## config.mk

```make
export PLATFORM = sky130hd
export DESIGN_NAME = versat_stage
export DESIGN_NICKNAME = d
export VERILOG_FILES = /design/src/source/versat_pkg.sv /design/src/source/stage_agu.sv /design/src/source/stage_mem.sv /design/src/source/stage_alu.sv /design/src/source/versat_stage.sv
export SDC_FILE = /design/constraint.sdc
export NUM_CORES = 2
export LEC_CHECK = 0
export ABC_AREA = 1
export BUFFER_PORTS_ARGS = -buffer_cell sky130_fd_sc_hd__buf_2
export CORE_MARGIN = 8
export CORE_UTILIZATION = 56
export CTS_CLUSTER_DIAMETER = 100
export DETAILED_ROUTE_END_ITERATION = 7
export HOLD_SLACK_MARGIN = 0.08
export PLACE_DENSITY = 0.77
export SYNTH_ARGS = -nofsm -noshare
export SYNTH_HDL_FRONTEND = slang
export SYNTH_SLANG_ARGS = --single-unit
export TNS_END_PERCENT = 30
```

## constraint.sdc

```tcl
create_clock -name clk -period 3.3 [get_ports clk]
set_input_delay 0.66 -clock clk [delete_from_list [all_inputs] [get_ports clk]]
set_output_delay 0.66 -clock clk [all_outputs]
set_load 0.05 [all_outputs]
```

## src/source/versat_pkg.sv

```systemverilog
package versat_pkg;

   localparam int DATA_W = 32;
   localparam int CFG_ADDR_W = 3;

   // configuration register indices within one stage
   localparam logic [CFG_ADDR_W-1:0] CFG_ALU_OP = 3'd0;
   localparam logic [CFG_ADDR_W-1:0] CFG_SEL_A = 3'd1;
   localparam logic [CFG_ADDR_W-1:0] CFG_SEL_B = 3'd2;
   localparam logic [CFG_ADDR_W-1:0] CFG_MEM_MODE = 3'd3;
   localparam logic [CFG_ADDR_W-1:0] CFG_WR_SEL = 3'd4;
   localparam logic [CFG_ADDR_W-1:0] CFG_START = 3'd5;
   localparam logic [CFG_ADDR_W-1:0] CFG_COUNT = 3'd6;
   localparam logic [CFG_ADDR_W-1:0] CFG_DELAY = 3'd7;

   typedef enum logic [2:0] {
      ALU_ADD = 3'd0,
      ALU_SUB = 3'd1,
      ALU_AND = 3'd2,
      ALU_OR = 3'd3,
      ALU_XOR = 3'd4,
      ALU_PASS_A = 3'd5
   } alu_op_t;

   typedef enum logic [1:0] {
      SRC_OWN_MEM = 2'd0,
      SRC_OWN_ALU = 2'd1,
      SRC_PREV_MEM = 2'd2,
      SRC_PREV_ALU = 2'd3
   } src_sel_t;

   typedef enum logic {
      MEM_READ = 1'b0,
      MEM_WRITE = 1'b1
   } mem_mode_t;

   typedef enum logic [1:0] {
      AGU_IDLE = 2'd0,
      AGU_WAIT = 2'd1,
      AGU_RUN = 2'd2
   } agu_state_t;

   // one of the four bus words, shared by the alu operands and the write source
   function automatic logic [DATA_W-1:0] pick_src(
      input src_sel_t sel,
      input logic [DATA_W-1:0] own_mem,
      input logic [DATA_W-1:0] own_alu,
      input logic [DATA_W-1:0] prev_mem,
      input logic [DATA_W-1:0] prev_alu
   );
      case (sel)
         SRC_OWN_MEM: return own_mem;
         SRC_OWN_ALU: return own_alu;
         SRC_PREV_MEM: return prev_mem;
         default: return prev_alu;
      endcase
   endfunction

endpackage

```

## src/source/stage_agu.sv

```systemverilog
module stage_agu import versat_pkg::*; #(
   parameter int MEM_ADDR_W = 4
) (
   input  logic                  clk,
   input  logic                  rst,
   input  logic                  run,
   input  logic [MEM_ADDR_W-1:0] start,
   input  logic [DATA_W-1:0]     count,
   input  logic [DATA_W-1:0]     delay,
   output logic [MEM_ADDR_W-1:0] agu_addr,
   output logic                  agu_en,
   output logic                  done
);

   agu_state_t        state;
   logic [DATA_W-1:0] wait_cnt;
   logic [DATA_W-1:0] left;

   // wait lasts delay+1 cycles, so the first address lands at T+1+delay
   always_ff @(posedge clk) begin
      if (rst) begin
         state <= AGU_IDLE;
         wait_cnt <= '0;
         left <= '0;
         agu_addr <= '0;
      end else begin
         case (state)
            AGU_IDLE: begin
               if (run) begin
                  state <= AGU_WAIT;
                  wait_cnt <= delay;
                  left <= count;
                  agu_addr <= start;
               end
            end
            AGU_WAIT: begin
               if (wait_cnt == '0)
                  state <= (left == '0) ? AGU_IDLE : AGU_RUN;
               else
                  wait_cnt <= wait_cnt - 1'b1;
            end
            AGU_RUN: begin
               // address wraps with the memory depth
               agu_addr <= agu_addr + 1'b1;
               left <= left - 1'b1;
               if (left == DATA_W'(1))
                  state <= AGU_IDLE;
            end
            default: state <= AGU_IDLE;
         endcase
      end
   end

   assign agu_en = (state == AGU_RUN);
   assign done = (state == AGU_IDLE);

endmodule

```

## src/source/stage_mem.sv

```systemverilog
module stage_mem import versat_pkg::*; #(
   parameter int MEM_ADDR_W = 4
) (
   input  logic                  clk,

   // host side
   input  logic                  host_en,
   input  logic                  host_we,
   input  logic [MEM_ADDR_W-1:0] host_addr,
   input  logic [DATA_W-1:0]     host_wdata,

   // address generator side
   input  logic                  agu_en,
   input  mem_mode_t             mode,
   input  logic [MEM_ADDR_W-1:0] agu_addr,
   input  logic [DATA_W-1:0]     agu_wdata,

   output logic [DATA_W-1:0]     host_rdata,
   output logic [DATA_W-1:0]     flow_rdata
);

   logic [DATA_W-1:0] mem [2**MEM_ADDR_W];

   // one port, agu first
   always_ff @(posedge clk) begin
      if (agu_en) begin
         if (mode == MEM_WRITE)
            mem[agu_addr] <= agu_wdata;
         else
            flow_rdata <= mem[agu_addr];
      end else if (host_en) begin
         if (host_we)
            mem[host_addr] <= host_wdata;
         else
            host_rdata <= mem[host_addr];
      end
   end

endmodule

```

## src/source/stage_alu.sv

```systemverilog
module stage_alu import versat_pkg::*; (
   input  logic              clk,
   input  logic              rst,
   input  alu_op_t           op,
   input  src_sel_t          sel_a,
   input  src_sel_t          sel_b,
   input  logic [DATA_W-1:0] own_mem,
   input  logic [DATA_W-1:0] own_alu,
   input  logic [DATA_W-1:0] prev_mem,
   input  logic [DATA_W-1:0] prev_alu,
   output logic [DATA_W-1:0] result
);

   logic [DATA_W-1:0] opa;
   logic [DATA_W-1:0] opb;
   logic [DATA_W-1:0] alu_out;

   assign opa = pick_src(sel_a, own_mem, own_alu, prev_mem, prev_alu);
   assign opb = pick_src(sel_b, own_mem, own_alu, prev_mem, prev_alu);

   always_comb begin
      case (op)
         ALU_ADD: alu_out = opa + opb;
         ALU_SUB: alu_out = opa - opb;
         ALU_AND: alu_out = opa & opb;
         ALU_OR: alu_out = opa | opb;
         ALU_XOR: alu_out = opa ^ opb;
         ALU_PASS_A: alu_out = opa;
         // unused op codes give zero
         default: alu_out = '0;
      endcase
   end

   always_ff @(posedge clk) begin
      if (rst)
         result <= '0;
      else
         result <= alu_out;
   end

endmodule

```

## src/source/versat_stage.sv

```systemverilog
module versat_stage import versat_pkg::*; #(
   parameter int MEM_ADDR_W = 4
) (
   input  logic                  clk,
   input  logic                  rst,
   input  logic                  run,

   // control port
   input  logic                  ctr_valid,
   input  logic                  ctr_we,
   input  logic [CFG_ADDR_W-1:0] ctr_addr,
   input  logic [DATA_W-1:0]     ctr_data_in,
   output logic [DATA_W-1:0]     ctr_data_out,

   // data port
   input  logic                  data_valid,
   input  logic                  data_we,
   input  logic [MEM_ADDR_W-1:0] data_addr,
   input  logic [DATA_W-1:0]     data_data_in,
   output logic [DATA_W-1:0]     data_data_out,

   // stage bus
   input  logic [2*DATA_W-1:0]   flow_in,
   output logic [2*DATA_W-1:0]   flow_out,
   output logic                  done
);

   logic [DATA_W-1:0] cfg [2**CFG_ADDR_W];

   alu_op_t             alu_op;
   src_sel_t            sel_a;
   src_sel_t            sel_b;
   src_sel_t            wr_sel;
   mem_mode_t           mem_mode;
   logic [MEM_ADDR_W-1:0] agu_addr;
   logic                agu_en;
   logic                host_en;
   logic [DATA_W-1:0]   own_mem;
   logic [DATA_W-1:0]   own_alu;
   logic [DATA_W-1:0]   prev_mem;
   logic [DATA_W-1:0]   prev_alu;
   logic [DATA_W-1:0]   wr_word;

   // configuration registers keep the whole word for readback
   always_ff @(posedge clk) begin
      if (rst) begin
         for (int j = 0; j < 2**CFG_ADDR_W; j++)
            cfg[j] <= '0;
      end else if (ctr_valid && ctr_we) begin
         cfg[ctr_addr] <= ctr_data_in;
      end
   end

   assign ctr_data_out = cfg[ctr_addr];

   assign alu_op = alu_op_t'(cfg[CFG_ALU_OP][2:0]);
   assign sel_a = src_sel_t'(cfg[CFG_SEL_A][1:0]);
   assign sel_b = src_sel_t'(cfg[CFG_SEL_B][1:0]);
   assign mem_mode = mem_mode_t'(cfg[CFG_MEM_MODE][0]);
   assign wr_sel = src_sel_t'(cfg[CFG_WR_SEL][1:0]);

   // memory word in the upper half, alu word in the lower half
   assign prev_mem = flow_in[2*DATA_W-1 -: DATA_W];
   assign prev_alu = flow_in[DATA_W-1:0];
   assign flow_out = {own_mem, own_alu};

   assign wr_word = pick_src(wr_sel, own_mem, own_alu, prev_mem, prev_alu);

   // host is locked out while the stage runs
   assign host_en = data_valid && done;

   stage_agu #(
      .MEM_ADDR_W(MEM_ADDR_W)
   ) u_agu (
      .clk     (clk),
      .rst     (rst),
      .run     (run),
      .start   (cfg[CFG_START][MEM_ADDR_W-1:0]),
      .count   (cfg[CFG_COUNT]),
      .delay   (cfg[CFG_DELAY]),
      .agu_addr(agu_addr),
      .agu_en  (agu_en),
      .done    (done)
   );

   stage_mem #(
      .MEM_ADDR_W(MEM_ADDR_W)
   ) u_mem (
      .clk       (clk),
      .host_en   (host_en),
      .host_we   (data_we),
      .host_addr (data_addr),
      .host_wdata(data_data_in),
      .agu_en    (agu_en),
      .mode      (mem_mode),
      .agu_addr  (agu_addr),
      .agu_wdata (wr_word),
      .host_rdata(data_data_out),
      .flow_rdata(own_mem)
   );

   stage_alu u_alu (
      .clk     (clk),
      .rst     (rst),
      .op      (alu_op),
      .sel_a   (sel_a),
      .sel_b   (sel_b),
      .own_mem (own_mem),
      .own_alu (own_alu),
      .prev_mem(prev_mem),
      .prev_alu(prev_alu),
      .result  (own_alu)
   );

endmodule

```

After elaboration in Yosys (flattened, before gate mapping)

Memories as Yosys holds them, arrays and structs flattened. A register that Yosys moved wholly into a read port is not among the register bits.
Cells that the tools add are included.

Bits in registers: 102
Bits in writable memories: 768
Bits of input ports: 142
Output and inout bits: 129
Logic and storage cells: 88
Memories kept: 2

Add/subtract/negate cells: 5
Equal/unequal tests: 18
Multiplexer cells: 34
Bitwise gates (word level): 6
Reductions and logical operators: 18

Memories:

| memory    | depth | bits a word | rd ports | clocked after memory_dff | write ports | RTL line           | RTL |
|---|---|---|---|---|---|---|---|
| u_mem.mem | 16    | 32          | 2        | 2                        | 1           | stage_mem.sv:22    | `logic [DATA_W-1:0] mem [2**MEM_ADDR_W];` |
| cfg       | 8     | 32          | 9        | 0                        | 8           | versat_stage.sv:28 | `logic [DATA_W-1:0] cfg [2**CFG_ADDR_W];` |

Operators with widths:

| cell                                                                   | count |
|---|---|
| 32-bit one-hot mux with 3 select lines                                 | 3 |
| 32-bit one-hot mux with 6 select lines                                 | 1 |
| 32-bit two-way mux                                                     | 5 |
| 32-bit one-hot mux with 2 select lines                                 | 2 |
| 32-bit zero test                                                       | 2 |
| 32-bit OR reduction                                                    | 2 |
| 32-bit by 1-bit subtractor with 32-bit output, second input constant   | 2 |
| 32-bit adder                                                           | 1 |
| 32-bit AND                                                             | 1 |
| 32-bit by 1-bit equality test with 1-bit output, second input constant | 1 |
| 32-bit bitwise OR                                                      | 1 |
| 32-bit subtractor                                                      | 1 |
| 32-bit XOR                                                             | 1 |
| 1-bit two-way mux                                                      | 14 |
| 3-bit AND reduction                                                    | 3 |
| 2-bit by 1-bit equality test with 1-bit output, second input constant  | 4 |
| 2-bit equality test, second input constant                             | 4 |
| 2-bit zero test                                                        | 4 |
| 2-bit two-way mux                                                      | 4 |
| 4-bit two-way mux                                                      | 2 |
| 4-bit one-hot mux with 2 select lines                                  | 1 |
| 3-bit by 2-bit equality test with 1-bit output, second input constant  | 2 |
| 3-bit equality test, second input constant                             | 2 |
| 2-bit one-hot mux with 3 select lines                                  | 1 |
| other kinds (10)                                                       | 17 |

Logic depth before layout (Yosys ltp)

Word-level depth: 7
Mapped depth: 26
Depth with buffers taken out: 24

Hierarchy

A second synthesis with hierarchy kept.

Cell total of the unflattened synthesis: 6943
Area, all modules: 54657.4 µm²

By module, submodules not included:

| module       | times used | cells an instance | area each (µm²) | seq. area each (µm²) |
|---|---|---|---|---|
| stage_mem    | 1          | 3377              | 29814.8         | 17296.6 |
| versat_stage | 1          | 1488              | 12598.3         | 7687.4 |
| stage_alu    | 1          | 1194              | 7199.4          | 640.6 |
| stage_agu    | 1          | 884               | 5044.8          | 1401.3 |

Worst setup path before layout

No wires, ideal clock.

Kind: reg2reg
Start point: register u_agu.state[0]
End point: memory u_mem.mem[11][0] (enable)
Library setup time: 421 ps
Data arrival time: 3355 ps
Data required time: 2879 ps
Setup slack: -476 ps
Cell stages (with the launch flop): 9
Buffers on the path: 1
Clock period less this slack: 3776 ps
Path through: dfxtp_1 nor2_1 nand3_1 clkbuf_1 o21ai_0 inv_1 nor2_1 nand2_1 nor2_1

Longest elaborated chain between the ends: 7
Elaborated cells between the ends (all ways): 11
Those cells by class: eq/ne: 1; mux: 7; reduce/logical: 3

Ends and longest elaborated chain:

| item                                                             | RTL line           | RTL |
|---|---|---|
| start, declared                                                  | stage_agu.sv:15    | `agu_state_t state;` |
| start signal, assigned                                           | stage_agu.sv:38    | `state <= (left == '0) ? AGU_IDLE : AGU_RUN;` |
| 2-bit zero test *                                                | stage_agu.sv:55    | `assign done = (state == AGU_IDLE);` |
| via done                                                         | versat_stage.sv:25 | `output logic done` |
| 1-bit logical AND *                                              | versat_stage.sv:70 | `assign host_en = data_valid && done;` |
| 1-bit two-way mux *                                              | stage_mem.sv:31    | `end else if (host_en) begin` |
| 1-bit two-way mux *                                              | stage_mem.sv:26    | `if (agu_en) begin` |
| 1-bit two-way mux (not written as such) *                        | stage_mem.sv:33    | `mem[host_addr] <= host_wdata;` |
| 32-bit OR reduction (no line)                                    | -                  |  |
| 4-bit two-way mux (no line) or 1-bit two-way mux (tied branches) | -                  |  |
| end, declared                                                    | stage_mem.sv:22    |  |

The timed path passes the listed nets; every way through them passes the cells marked *.

==> run summary <==
global-route usage over all layers = 0.355
synthesized cell area = 49300 um2
vias in the first global route = 44400
CTS Buffer Depth = 3
Via Count = 46500
clock slew at reported path FFs = 0.07 ns
slowest stage delay, CP = 0.43 ns
drt pass-1 iters = 8
max-slew headroom at the worst pin = 0.279
Least-Margin Pin Slew = 1.08 ns
RSZ-0062 raised after global routing = true
setup slack at placement = -0.647 ns
CTS root buf = clkbuf_16
CP Class = register to register
Buf/Inv on CP = 5
P&R area growth vs syn = 21.0%
worst-path cell with the longest stage delay = edfxtp_1
final setup vio count = 25
antenna violation net count after detailed routing = 0
Final Hold Viols = 0
Worst Path Max Fanout = 7
number of flops mapped to enable cells by yosys = 832
most frequent cells in the layout = 832 x edfxtp_1, 797 x o21ai_0, 796 x nor2_1
Clock Skew = 0.0372 ns
largest net degree at the start of global routing = 168
CTS Buf Count = 97
Tot Pwr = 32.9 mW
Syn Inst Count = 5402
post-DP HPWL = 119 mm
fmax = 262 MHz
hold crit path type = primary input to register
Skew-Pair Late Insertion Delay = 0.68 ns
fraction of layout cells with a size suffix above 1 = 0.197
Startpoint Class = register
hold_buf cts = 0
synth warn = 0
most common cell after layout, fill and taps aside = edfxtp_1
Core Area = 87000 um2
max-cap violation count = 0
fin. max-slew vios = 0
Synth Register Bits = 934
average size of a mapped cell = 9.12 um2
Seq/Total Area, Yosys = 0.549
PD cells = 551 nW/um2
drc violations = 4
Synthesized Nets = 5648
final net count = 6240
initial antenna violation count = 4
Cell variety after synth = 55
CTS H-Tree Depth = 3
CTS sink cnt = 934
Fin Setup TNS = -8.00 ns
CP Capture Type = register
worst-case vdd ir drop = 0.525 mV
Post-synth ARST share = 0
num ports = 271
Tmin final = 3.82 ns
drt wl/cell = 25.2 um
status = finished with violations
Initial Utilization = 0.566
Critical Path Most Common Cell = a21oi_2
grt ovf = 0
DRT iter0 DRCs = 7080
I/O Buffers = 270
leakage = 23.4 nW
Critical Path AT = 4.35 ns
period utilization = 1.16
first-pass GRT wire length = 269 mm
Die ar. = 97700 um2
DRT Wirelength = 182 mm
Die Y = 313 um
Final WS setup = -0.520 ns
Via density = 6.44
Rows = 108
crit path cell chain = buf_6 > inv_2 > buf_4 > nand3_1 > nand4_1 > buf_4 > nor2_1 > nand4_1 > nand2_2 > o21ai_2 > nor2_2 > xor2_1 > ha_1 > inv_2 > o21bai_2 > nand2_2 > a21oi_2 > nor3_2 > o21ai_1 > a21oi_2 > nand3_1 > nand3_2 > a21oi_2
CP delay by family, top = simple AND/OR/NAND/NOR gates
most common flop cell mapped by yosys = edfxtp_1
CTS tree = done
Die Wd = 313 um
Worst EP required = 3.83 ns
RD Place Congestion = 1.00
failing checks = DRC, setup timing
==> routing by layer <==
layer	GRT usage	up-vias	routed length [um]
met4	0.232	0	13300
met2	0.548	3445	81400
met1	0.459	22000	65100
li1	-	20500	-
met5	0	-	0
met3	0.0666	670	22100
==> metrics by stage <==
stage	hold slack (ns)	area (um2)	instances	utilization
final	0.391	59600	7228	0.685
after global placement	0.469	55700	7013	0.640
after global routing	0.406	59600	7224	0.685
after CTS	0.363	59300	7223	0.682
after detailed placement	0.476	55700	7013	0.640
after floorplan	0.452	49300	5402	-
==> report_power, final <==
part	switching (mW)	internal, mW
clock	4.68	6.03
combinational	5.29	2.79
sequential	0.437	13.6
==> sequential cells by signal (all words and copies together), names as in the netlist <==
register,flops
u_alu.result,32
u_agu.left,32
cfg,256
u_agu.wait_cnt,32
u_agu.state,2
u_agu.agu_addr,4
u_mem.flow_rdata,32
u_mem.mem,512
u_mem.host_rdata,32
==> synthesized netlist by cell type (11+ instances only) <==
master / n / area, um2
nor2_1: 842 / 3160
o21ai_0: 836 / 4180
edfxtp_1: 832 / 25000
nand2_1: 704 / 2640
inv_1: 393 / 1480
a21oi_1: 369 / 1850
clkbuf_1: 316 / 1190
nand3_1: 178 / 891
o221ai_1: 118 / 1030
ha_1: 103 / 1290
dfxtp_1: 102 / 2040
o31ai_1: 78 / 586
a221oi_1: 66 / 578
xor2_1: 47 / 412
nand4_1: 43 / 269
a22oi_1: 36 / 270
nor3_1: 34 / 170
a31oi_1: 33 / 206
o2111ai_1: 33 / 289
o22ai_1: 32 / 200
buf_2: 24 / 120
a22o_1: 22 / 193
buf_1: 15 / 56.3
nand4_2: 14 / 175
or2_2: 11 / 68.8
==> repair_timing <==
action                                  in CTS  in global routing
pin swaps                                   39                 32
cloned                                       0                  1
setup buffers                               36                  7
gates resized for setup                     92                 70
endpoints found under the setup margin      25                 28
==> worst register-to-register path, delay by kind of cell (launching register included) <==
family	cells	cell delay [ns]
and+or+nand+nor	10	1.52
AOI/OAI and AO/OA	6	0.54
adders and majority gates	1	0.30
buffers and inverters	5	0.73
xor gates and xnor gates	1	0.19
DFF	1	0.43
==> cells by family (layout without fill, tap and decap cells) <==
kind of cell               Yosys count  after routing  synth area share
AOI/OAI and AO/OA                 1681           1681             0.200
xor gates and xnor gates            53             53           0.00942
adders and majority gates          104            104            0.0266
buffers and inverters              767           1434            0.0602
DFF                                934            934             0.549
other                                0              4                 0
and+or+nand+nor                   1863           1863             0.155
==> final timing paths <==
check | start | endpoint | slack [ns] | cells past startpoint
worst max-delay path | cfg[2][0] | u_alu.result[31] | -0.52 | 23
worst min register to register | u_agu.left[11] | u_agu.left[11] | 0.48 | 2
worst min-delay path | ctr_data_in[23] | cfg[4][23] | 0.39 | 3
worst max register to register | cfg[2][0] | u_alu.result[31] | -0.52 | 23
==> cell type report <==
class	instances	area (um2)
repair buffers	856	6570
multi-input cells	3701	19900
fillers	6543	27400
clock inverters	64	579
flip-flops and latches	934	27000
diodes	4	10.0
well taps	1155	1450
inverters	404	1530
clock buffers	110	2480
(Power assumes the default switching activity.)
